$ cat config.mk
export PLATFORM = sky130hd
export DESIGN_NAME = pipeCore
export DESIGN_NICKNAME = d
export VERILOG_FILES = /design/src/cpuPkg.sv /design/src/exPipeIf.sv /design/src/regFile.sv /design/src/decodeStage.sv /design/src/forwarder.sv /design/src/executeStage.sv /design/src/pipeCore.sv
export VERILOG_INCLUDE_DIRS = /design/src
export SDC_FILE = /design/constraint.sdc
export NUM_CORES = 2
export LEC_CHECK = 0
export CORE_MARGIN = 8
export CORE_UTILIZATION = 45
export DETAILED_ROUTE_END_ITERATION = 12
export DONT_BUFFER_PORTS = 1
export PLACE_DENSITY_LB_ADDON = 0.12
export SLEW_MARGIN = 20
export SYNTH_ARGS = -nofsm -noshare
export SYNTH_HDL_FRONTEND = slang
export SYNTH_SLANG_ARGS = --single-unit
$ cat constraint.sdc
create_clock -name Clock -period 14.44 [get_ports Clock]
set_input_delay 1.444 -clock Clock [delete_from_list [all_inputs] [get_ports Clock]]
set_output_delay 1.444 -clock Clock [all_outputs]
set_load 0.05 [all_outputs]
$ cat src/cpu_config.svh
`ifndef CPU_CONFIG_SVH
`define CPU_CONFIG_SVH

////////////////////////////////////////
// Datapath sizing
////////////////////////////////////////

// Integer word size
`define DATA_WIDTH 32

// Architectural register count
`define REG_COUNT 32

// Bits needed to name one register
`define REG_ADDR_WIDTH 5

`endif

$ cat src/cpuPkg.sv
`include "cpu_config.svh"

package cpuPkg;

    ////////////////////////////////////////
    // Vector types
    ////////////////////////////////////////

    typedef logic [`DATA_WIDTH-1:0] wordT;
    typedef logic [31:0] instrT;
    typedef logic [`REG_ADDR_WIDTH-1:0] regAddrT;

    // Major opcodes, instr[31:26]
    localparam logic [5:0] OP_RTYPE = 6'b000000;
    localparam logic [5:0] OP_ADDI = 6'b001000;

    // R-type function codes, instr[5:0]
    localparam logic [5:0] FN_ADD = 6'b100000;
    localparam logic [5:0] FN_SUB = 6'b100010;
    localparam logic [5:0] FN_AND = 6'b100100;
    localparam logic [5:0] FN_OR = 6'b100101;
    localparam logic [5:0] FN_SLT = 6'b101010;

    // ALU operation carried down the pipe
    typedef enum logic [2:0] {
        aluAdd,
        aluSub,
        aluAnd,
        aluOr,
        aluSlt
    } aluOpT;

    // Operand source select
    typedef enum logic [1:0] {
        fwdNone = 2'b00,
        fwdMem = 2'b01,
        fwdWb = 2'b10
    } fwdSelT;

endpackage

$ cat src/exPipeIf.sv
// ID/EX pipeline register contents
interface exPipeIf;
    logic valid;
    cpuPkg::aluOpT aluOp;
    cpuPkg::regAddrT rs;
    cpuPkg::regAddrT rt;
    cpuPkg::regAddrT destReg;
    cpuPkg::wordT opA;
    cpuPkg::wordT opB;
    cpuPkg::wordT imm;
    logic useImm;
    logic writeEn;

    // Decode side owns the register
    modport decode (
        output valid, aluOp, rs, rt, destReg, opA, opB, imm, useImm, writeEn
    );

    // Execute side only reads it
    modport execute (
        input valid, aluOp, rs, rt, destReg, opA, opB, imm, useImm, writeEn
    );
endinterface

$ cat src/regFile.sv
`include "cpu_config.svh"

module regFile (
    input logic Clock,
    input logic rstN,
    input cpuPkg::regAddrT rdAddrA,
    input cpuPkg::regAddrT rdAddrB,
    output cpuPkg::wordT rdDataA,
    output cpuPkg::wordT rdDataB,
    input logic wrEn,
    input cpuPkg::regAddrT wrAddr,
    input cpuPkg::wordT wrData
);

    cpuPkg::wordT regs [`REG_COUNT];

    // Zero register first, then same-cycle write, then storage
    function automatic cpuPkg::wordT readPort(cpuPkg::regAddrT addr);
        if (addr == '0) begin
            return '0;
        end
        if (wrEn && addr == wrAddr) begin
            return wrData;
        end
        return regs[addr];
    endfunction

    ////////////////////////////////////////
    // Storage
    ////////////////////////////////////////

    always_ff @(posedge Clock or negedge rstN) begin
        if (!rstN) begin
            for (int i = 0; i < `REG_COUNT; i++) begin
                regs[i] <= '0;
            end
        end else if (wrEn && wrAddr != '0) begin
            // Entry zero never changes
            regs[wrAddr] <= wrData;
        end
    end

    ////////////////////////////////////////
    // Read ports with write-through
    ////////////////////////////////////////

    always_comb begin
        rdDataA = readPort(rdAddrA);
        rdDataB = readPort(rdAddrB);
    end

    // Writers never target register zero
    assert property (@(posedge Clock) disable iff (!rstN)
        wrEn |-> wrAddr != '0);

endmodule

$ cat src/decodeStage.sv
`include "cpu_config.svh"

module decodeStage (
    input logic Clock,
    input logic rstN,
    input logic instrValid,
    input cpuPkg::instrT instr,
    output cpuPkg::regAddrT rdAddrA,
    output cpuPkg::regAddrT rdAddrB,
    input cpuPkg::wordT rdDataA,
    input cpuPkg::wordT rdDataB,
    exPipeIf.decode idEx
);

    logic [5:0] opcode;
    logic [5:0] funct;
    cpuPkg::regAddrT rs;
    cpuPkg::regAddrT rt;
    cpuPkg::regAddrT rd;
    logic supported;
    logic useImmNext;
    cpuPkg::aluOpT aluOpNext;
    cpuPkg::regAddrT destNext;
    cpuPkg::wordT immExt;

    ////////////////////////////////////////
    // Field split
    ////////////////////////////////////////

    assign opcode = instr[31:26];
    assign rs = instr[25:21];
    assign rt = instr[20:16];
    assign rd = instr[15:11];
    assign funct = instr[5:0];

    // Sign extend the 16-bit immediate
    assign immExt = {{(`DATA_WIDTH - 16){instr[15]}}, instr[15:0]};

    // Source register reads happen during decode
    assign rdAddrA = rs;
    assign rdAddrB = rt;

    ////////////////////////////////////////
    // Opcode and function decode
    ////////////////////////////////////////

    always_comb begin
        supported = 1'b0;
        useImmNext = 1'b0;
        aluOpNext = cpuPkg::aluAdd;
        destNext = rd;
        if (opcode == cpuPkg::OP_ADDI) begin
            supported = 1'b1;
            useImmNext = 1'b1;
            // addi writes rt
            destNext = rt;
        end else if (opcode == cpuPkg::OP_RTYPE) begin
            supported = 1'b1;
            case (funct)
                cpuPkg::FN_ADD: aluOpNext = cpuPkg::aluAdd;
                cpuPkg::FN_SUB: aluOpNext = cpuPkg::aluSub;
                cpuPkg::FN_AND: aluOpNext = cpuPkg::aluAnd;
                cpuPkg::FN_OR: aluOpNext = cpuPkg::aluOr;
                cpuPkg::FN_SLT: aluOpNext = cpuPkg::aluSlt;
                default: supported = 1'b0;
            endcase
        end
    end

    ////////////////////////////////////////
    // ID/EX register
    ////////////////////////////////////////

    // Unsupported words become bubbles
    always_ff @(posedge Clock or negedge rstN) begin
        if (!rstN) begin
            idEx.valid <= 1'b0;
            idEx.writeEn <= 1'b0;
        end else begin
            idEx.valid <= instrValid && supported;
            idEx.writeEn <= instrValid && supported && destNext != '0;
        end
    end

    // Payload follows every cycle
    always_ff @(posedge Clock) begin
        idEx.aluOp <= aluOpNext;
        idEx.rs <= rs;
        // addi has no rt source, so keep it out of forwarding
        idEx.rt <= useImmNext ? '0 : rt;
        idEx.destReg <= destNext;
        idEx.opA <= rdDataA;
        idEx.opB <= rdDataB;
        idEx.imm <= immExt;
        idEx.useImm <= useImmNext;
    end

endmodule

$ cat src/forwarder.sv
module forwarder (
    input logic exMemWriteEn,
    input cpuPkg::regAddrT exMemDest,
    input logic memWbWriteEn,
    input cpuPkg::regAddrT memWbDest,
    input cpuPkg::regAddrT rs,
    input cpuPkg::regAddrT rt,
    output cpuPkg::fwdSelT fwdSelA,
    output cpuPkg::fwdSelT fwdSelB
);

    ////////////////////////////////////////
    // Select rule for one source
    ////////////////////////////////////////

    function automatic cpuPkg::fwdSelT pickSource(cpuPkg::regAddrT src);
        // Register zero is constant, never forward it
        if (src == '0) begin
            return cpuPkg::fwdNone;
        end
        // Younger result in EX/MEM first
        if (exMemWriteEn && src == exMemDest) begin
            return cpuPkg::fwdMem;
        end
        // Older result still in MEM/WB
        if (memWbWriteEn && src == memWbDest) begin
            return cpuPkg::fwdWb;
        end
        return cpuPkg::fwdNone;
    endfunction

    always_comb begin
        fwdSelA = pickSource(rs);
        fwdSelB = pickSource(rt);
    end

endmodule

$ cat src/executeStage.sv
module executeStage (
    input logic Clock,
    input logic rstN,
    exPipeIf.execute idEx,
    output logic wrEn,
    output cpuPkg::regAddrT wrAddr,
    output cpuPkg::wordT wrData
);

    cpuPkg::fwdSelT fwdSelA;
    cpuPkg::fwdSelT fwdSelB;
    cpuPkg::wordT aluA;
    cpuPkg::wordT aluB;
    cpuPkg::wordT fwdB;
    cpuPkg::wordT aluResult;

    // EX/MEM stage
    logic exMemValid;
    logic exMemWriteEn;
    cpuPkg::regAddrT exMemDest;
    cpuPkg::wordT exMemResult;

    // MEM/WB stage
    logic memWbValid;
    logic memWbWriteEn;
    cpuPkg::regAddrT memWbDest;
    cpuPkg::wordT memWbResult;

    forwarder fwd (
        .exMemWriteEn(exMemValid && exMemWriteEn),
        .exMemDest(exMemDest),
        .memWbWriteEn(memWbValid && memWbWriteEn),
        .memWbDest(memWbDest),
        .rs(idEx.rs),
        .rt(idEx.rt),
        .fwdSelA(fwdSelA),
        .fwdSelB(fwdSelB)
    );

    ////////////////////////////////////////
    // Operand muxes and ALU
    ////////////////////////////////////////

    function automatic cpuPkg::wordT muxOperand(cpuPkg::fwdSelT sel,
                                                cpuPkg::wordT regVal,
                                                cpuPkg::wordT memVal,
                                                cpuPkg::wordT wbVal);
        case (sel)
            cpuPkg::fwdMem: return memVal;
            cpuPkg::fwdWb: return wbVal;
            default: return regVal;
        endcase
    endfunction

    always_comb begin
        aluA = muxOperand(fwdSelA, idEx.opA, exMemResult, memWbResult);
        fwdB = muxOperand(fwdSelB, idEx.opB, exMemResult, memWbResult);
        // Immediate replaces operand B for addi
        aluB = idEx.useImm ? idEx.imm : fwdB;
        case (idEx.aluOp)
            cpuPkg::aluSub: aluResult = aluA - aluB;
            cpuPkg::aluAnd: aluResult = aluA & aluB;
            cpuPkg::aluOr: aluResult = aluA | aluB;
            // Signed compare
            cpuPkg::aluSlt: aluResult = ($signed(aluA) < $signed(aluB)) ? 1 : 0;
            default: aluResult = aluA + aluB;
        endcase
    end

    ////////////////////////////////////////
    // EX/MEM and MEM/WB registers
    ////////////////////////////////////////

    always_ff @(posedge Clock or negedge rstN) begin
        if (!rstN) begin
            exMemValid <= 1'b0;
            exMemWriteEn <= 1'b0;
            memWbValid <= 1'b0;
            memWbWriteEn <= 1'b0;
        end else begin
            exMemValid <= idEx.valid;
            exMemWriteEn <= idEx.valid && idEx.writeEn;
            memWbValid <= exMemValid;
            memWbWriteEn <= exMemWriteEn;
        end
    end

    always_ff @(posedge Clock) begin
        exMemDest <= idEx.destReg;
        exMemResult <= aluResult;
        memWbDest <= exMemDest;
        memWbResult <= exMemResult;
    end

    // Write-back port straight from MEM/WB
    assign wrEn = memWbValid && memWbWriteEn;
    assign wrAddr = memWbDest;
    assign wrData = memWbResult;

    // Write-back never targets register zero
    assert property (@(posedge Clock) disable iff (!rstN)
        wrEn |-> wrAddr != '0);

endmodule

$ cat src/pipeCore.sv
module pipeCore (
    input logic Clock,
    input logic rstN,
    input logic instrValid,
    input cpuPkg::instrT instr,
    output logic wbValid,
    output cpuPkg::regAddrT wbReg,
    output cpuPkg::wordT wbData
);

    ////////////////////////////////////////
    // Internal nets
    ////////////////////////////////////////

    cpuPkg::regAddrT rdAddrA;
    cpuPkg::regAddrT rdAddrB;
    cpuPkg::wordT rdDataA;
    cpuPkg::wordT rdDataB;

    // ID/EX bundle
    exPipeIf idEx ();

    decodeStage decode (
        .Clock(Clock),
        .rstN(rstN),
        .instrValid(instrValid),
        .instr(instr),
        .rdAddrA(rdAddrA),
        .rdAddrB(rdAddrB),
        .rdDataA(rdDataA),
        .rdDataB(rdDataB),
        .idEx(idEx.decode)
    );

    // Write port shares the wb outputs
    regFile regs (
        .Clock(Clock),
        .rstN(rstN),
        .rdAddrA(rdAddrA),
        .rdAddrB(rdAddrB),
        .rdDataA(rdDataA),
        .rdDataB(rdDataB),
        .wrEn(wbValid),
        .wrAddr(wbReg),
        .wrData(wbData)
    );

    executeStage execute (
        .Clock(Clock),
        .rstN(rstN),
        .idEx(idEx.execute),
        .wrEn(wbValid),
        .wrAddr(wbReg),
        .wrData(wbData)
    );

endmodule

==> flow_metrics.tcl <==
set metrics [dict create \
    finish.cell_count_without_fillers 6289 \
    die_h_um 396 \
    post_cts_setup_repair_buffer_count 0 \
    detailedRoute.firstIterationViolations 3480 \
    syn_to_final_growth_pct 9.43 \
    synth-adder-area-share_pct 1.99 \
    timing.reg2reg.setup_slack_ns 8.02 \
    cp.buffers_inverters 2 \
    final_core_util_pct 49.6 \
    start_util_pct 45.3 \
    seq_area_sq_mm 0.0293 \
    final-max-slew-violation-count 0 \
    cp_slowest_cell "sky130_fd_sc_hd__dfxtp_1" \
    floorplan.io_pins 73 \
    cts_made_buffers 139 \
    layout-drive-gt1-share_pct 45.9 \
    synth-warning-count 0 \
    asyncSetResetFlopFracSynth_pct 85.6 \
    syn-num-nets 4714 \
    holdPathStages 0 \
    clockBufferDepth 3 \
    timing.critical_path.to_type "flop" \
    syn_area_per_cell_sq_um 14.2 \
    main_combinational_cell_family_by_area_after_synthesis "multiplexers" \
    finalClockSkew_ns 0.0371 \
    timing.critical_path.arrival_ns 7.04 \
    timing.final.setup_violations 0 \
    multi_input_comb_area_sq_mm 0.0337 \
    worst-setup-path-type "reg -> reg" \
    xor_and_xnor_area_share_after_synthesis_pct 0.404 \
    antenna_left 0 \
    post_synth_mux_area_share_pct 40.5 \
    wl_cell_um 31.5 \
    postSynth.topFlopCell "sky130_fd_sc_hd__dfrtp_1" \
    antenna_found_initial 7 \
    nets 4414 \
    detail_route.vias_per_cell 6.46 \
    vdd.ir_drop.worst_mv 0.125 \
    synth.yosys.seq_area_share_pct 45.0 \
    highest_count_cells_in_the_layout_ignoring_fill_and_taps "1030 x sky130_fd_sc_hd__dfrtp_1, 996 x sky130_fd_sc_hd__mux2_2, 640 x sky130_fd_sc_hd__mux4_2" \
    netlist_area_sq_mm 0.0650 \
    first_global_vias 41645 \
    dpl.hpwl_um 107000 \
    rr_endpoint "execute.exMemResult[18]$_DFF_P_" \
    critical-path-max-stage-delay_ns 0.95 \
    drt_drc_violations_left 0 \
    clk_lat_worst_skew_ns 0.78 \
    grt_start_max_net_pins 261 \
    report.final.hold_viol_count 0 \
    cts_tree "built" \
    power_leakage_nw 31.4 \
    worstHoldPathType "reg -> reg" \
    whs_endpoint "execute.exMemDest[0]$_DFF_P_" \
    min_from "decode.idEx.destReg[0]$_DFF_P_" \
    run_status "finished clean" \
    period_share_pct 44.5 \
    timing_worst_slew_pin_value_ns 1.19 \
    most_common_cell_after_layout_fill_and_taps_aside "sky130_fd_sc_hd__dfrtp_1" \
    fillers 12293 \
    synth_instances 4577 \
    timing.critical_path.max_delay_family "compound AO/OA/AOI/OAI gates" \
    crit_chain "xor2_1 > a2111o_1 > or4_1 > ha_2 > buf_4 > a221oi_1 > o31ai_1 > ha_1 > inv_1 > fa_1 > nor2b_1 > o2111ai_1 > a21oi_1 > o21ai_1 > o21bai_1 > a31oi_1 > a221oi_1 > o221ai_1" \
    ctsRootBufferMaster "sky130_fd_sc_hd__clkbuf_16" \
    post_cts_hold_buffer_count 0 \
    r2r.worst_path.cells 18 \
    first_pass_iteration_count_of_the_detailed_router 5 \
    io_buffers 0 \
    achievable-frequency_mhz 156 \
    yosys.cell_types.count 82 \
    ys_seq_elements 1203 \
    clock-sinks 1203 \
    synth-edff-count 0 \
    gp_routability_congestion 0.929 \
    power.density_mw_per_mm2 102 \
    critical-path-top-cell-by-count "sky130_fd_sc_hd__a221oi_1" \
    finalSetupTns_ns 0 \
    globalRouteOverflowTotal 0 \
    setup.worst_path.start_class "flop" \
    num_rows 139 \
    critical_path_required_ns 15.06 \
    timing.max_cap.violations 0 \
    cts.reportedPaths.clkPinSlew_ns 0.06 \
    rsz0062_at_grt "no" \
    core_area_sq_mm 0.143 \
    dp_cells 6036 \
    postRouteWirelength_um 198000 \
    r2r_start "execute.wrAddr[3]$_DFF_P_" \
    synth_area_in_compound_gates_pct 5.27 \
    critical_path_peak_fanout 64 \
    final.min_clock_period_ns 6.42 \
    vias 40596 \
    grtUsageTotal_pct 25.2 \
    post_synth_and_or_nand_nor_area_fraction_pct 3.16 \
    ctsHtreeMaxLevel 4 \
    die_area_sq_mm 0.157 \
    global_route_wire_length_before_repair_um 295000 \
    timing.max_slew.rel_slack_pct 20.8 \
    post_cts.resized_instances 0 \
    die_width_um 396 \
]
[metrics by stage]
stage                     worst slack, ns  area, sq um  hold WS, ns  total power [mW]
after floorplan                      8.76        65000        0.310              3.63
after global placement               8.22        66300        0.311              3.62
after detailed placement             8.08        66300        0.315              3.62
after CTS                            8.07        71100        0.304              7.32
after global routing                 7.56        71200        0.334              7.46
final                                8.02        71200        0.328              7.24
[worst max path at each step]
stage          slack [ns]                 startpoint                              end  cells after the start
3_5_place_dp         8.08  execute.wrAddr[3]$_DFF_P_  execute.exMemResult[18]$_DFF_P_                     18
4_1_cts              8.07  execute.wrAddr[3]$_DFF_P_  execute.exMemResult[18]$_DFF_P_                     18
6_report             8.02  execute.wrAddr[3]$_DFF_P_  execute.exMemResult[18]$_DFF_P_                     18
3_3_place_gp         8.22  execute.wrAddr[3]$_DFF_P_  execute.exMemResult[18]$_DFF_P_                     18
2_1_floorplan        8.76  execute.wrAddr[0]$_DFF_P_  execute.exMemResult[26]$_DFF_P_                     21
5_1_grt              7.56  execute.wrAddr[4]$_DFF_P_  execute.exMemResult[18]$_DFF_P_                     18
[report_power, final]
group	switching [mW]	internal, mW
clock network	1.47	2.21
logic	0.0794	0.0919
registers	0.0157	3.37
total	1.57	5.67
[area by class of cell]
class	count	area share (%)
antenna	1	0.00352
clock buffer	193	5.63
clock inverter	56	1.03
inverter	107	0.564
multi-input combinational	2763	47.4
sequential	1203	41.1
tap	1903	3.35
timing repair buffer	63	0.935
[Yosys cell counts, drive strengths merged (6+ instances only)]
| cell type | n | share of area (%) |
|---|---|---|
| a211oi | 72 | 0.84 |
| a22oi | 37 | 0.43 |
| dfxtp | 173 | 5.3 |
| nor2b | 48 | 0.46 |
| dfrtp | 1030 | 40 |
| o221a | 6 | 0.10 |
| o221ai | 13 | 0.18 |
| a31oi | 6 | 0.058 |
| nor2 | 169 | 0.98 |
| clkbuf | 326 | 1.9 |
| or4 | 9 | 0.10 |
| mux4 | 640 | 22 |
| inv | 107 | 0.62 |
| a221oi | 52 | 0.71 |
| nand2b | 17 | 0.16 |
| a21o | 10 | 0.12 |
| mux2i | 68 | 1.0 |
| or3 | 6 | 0.058 |
| nor3 | 21 | 0.19 |
| o211ai | 14 | 0.16 |
| o31ai | 41 | 0.49 |
| mux2 | 998 | 17 |
| ha | 100 | 1.9 |
| xor2 | 19 | 0.26 |
| nand3 | 22 | 0.18 |
| o21ai | 78 | 0.60 |
| and2 | 9 | 0.087 |
| a21oi | 85 | 0.66 |
| o21a | 10 | 0.12 |
| nand2 | 114 | 0.66 |
| nor4 | 10 | 0.096 |
| o22ai | 15 | 0.14 |
| o21bai | 9 | 0.10 |
| xnor2 | 11 | 0.15 |
| buf | 178 | 1.2 |
[cell families (layout without fill, tap and decap cells)]
logic type      count (synthesis)  in the layout
flops                        1203           1203
compound gates                483            483
mux                          1706           1706
buf+inv                       611            419
fa+ha+maj                     102            102
other cells                     0              1
xor+xnor                       30             30
simple gates                  442            442
[sequential cells by signal (all words and copies together), names as in the netlist, 3 cells and up]
name / count
execute.wrAddr: 5
decode.idEx.destReg: 5
decode.idEx.opA: 32
execute.wrData: 32
decode.idEx.imm: 16
regs.regs: 1024
decode.idEx.aluOp: 3
decode.idEx.rs: 5
execute.exMemDest: 5
decode.idEx.rt: 5
decode.idEx.opB: 32
execute.exMemResult: 32
[routing by layer]
layer	share of wire [%]	GRT usage, %	vias to the layer above
li1	-	-	16925
met1	45	36.7	22119
met2	46	38.5	1231
met3	6.5	5.19	319
met4	2.7	7.00	2
met5	0.0066	0	-
(Power assumes the default switching activity.)
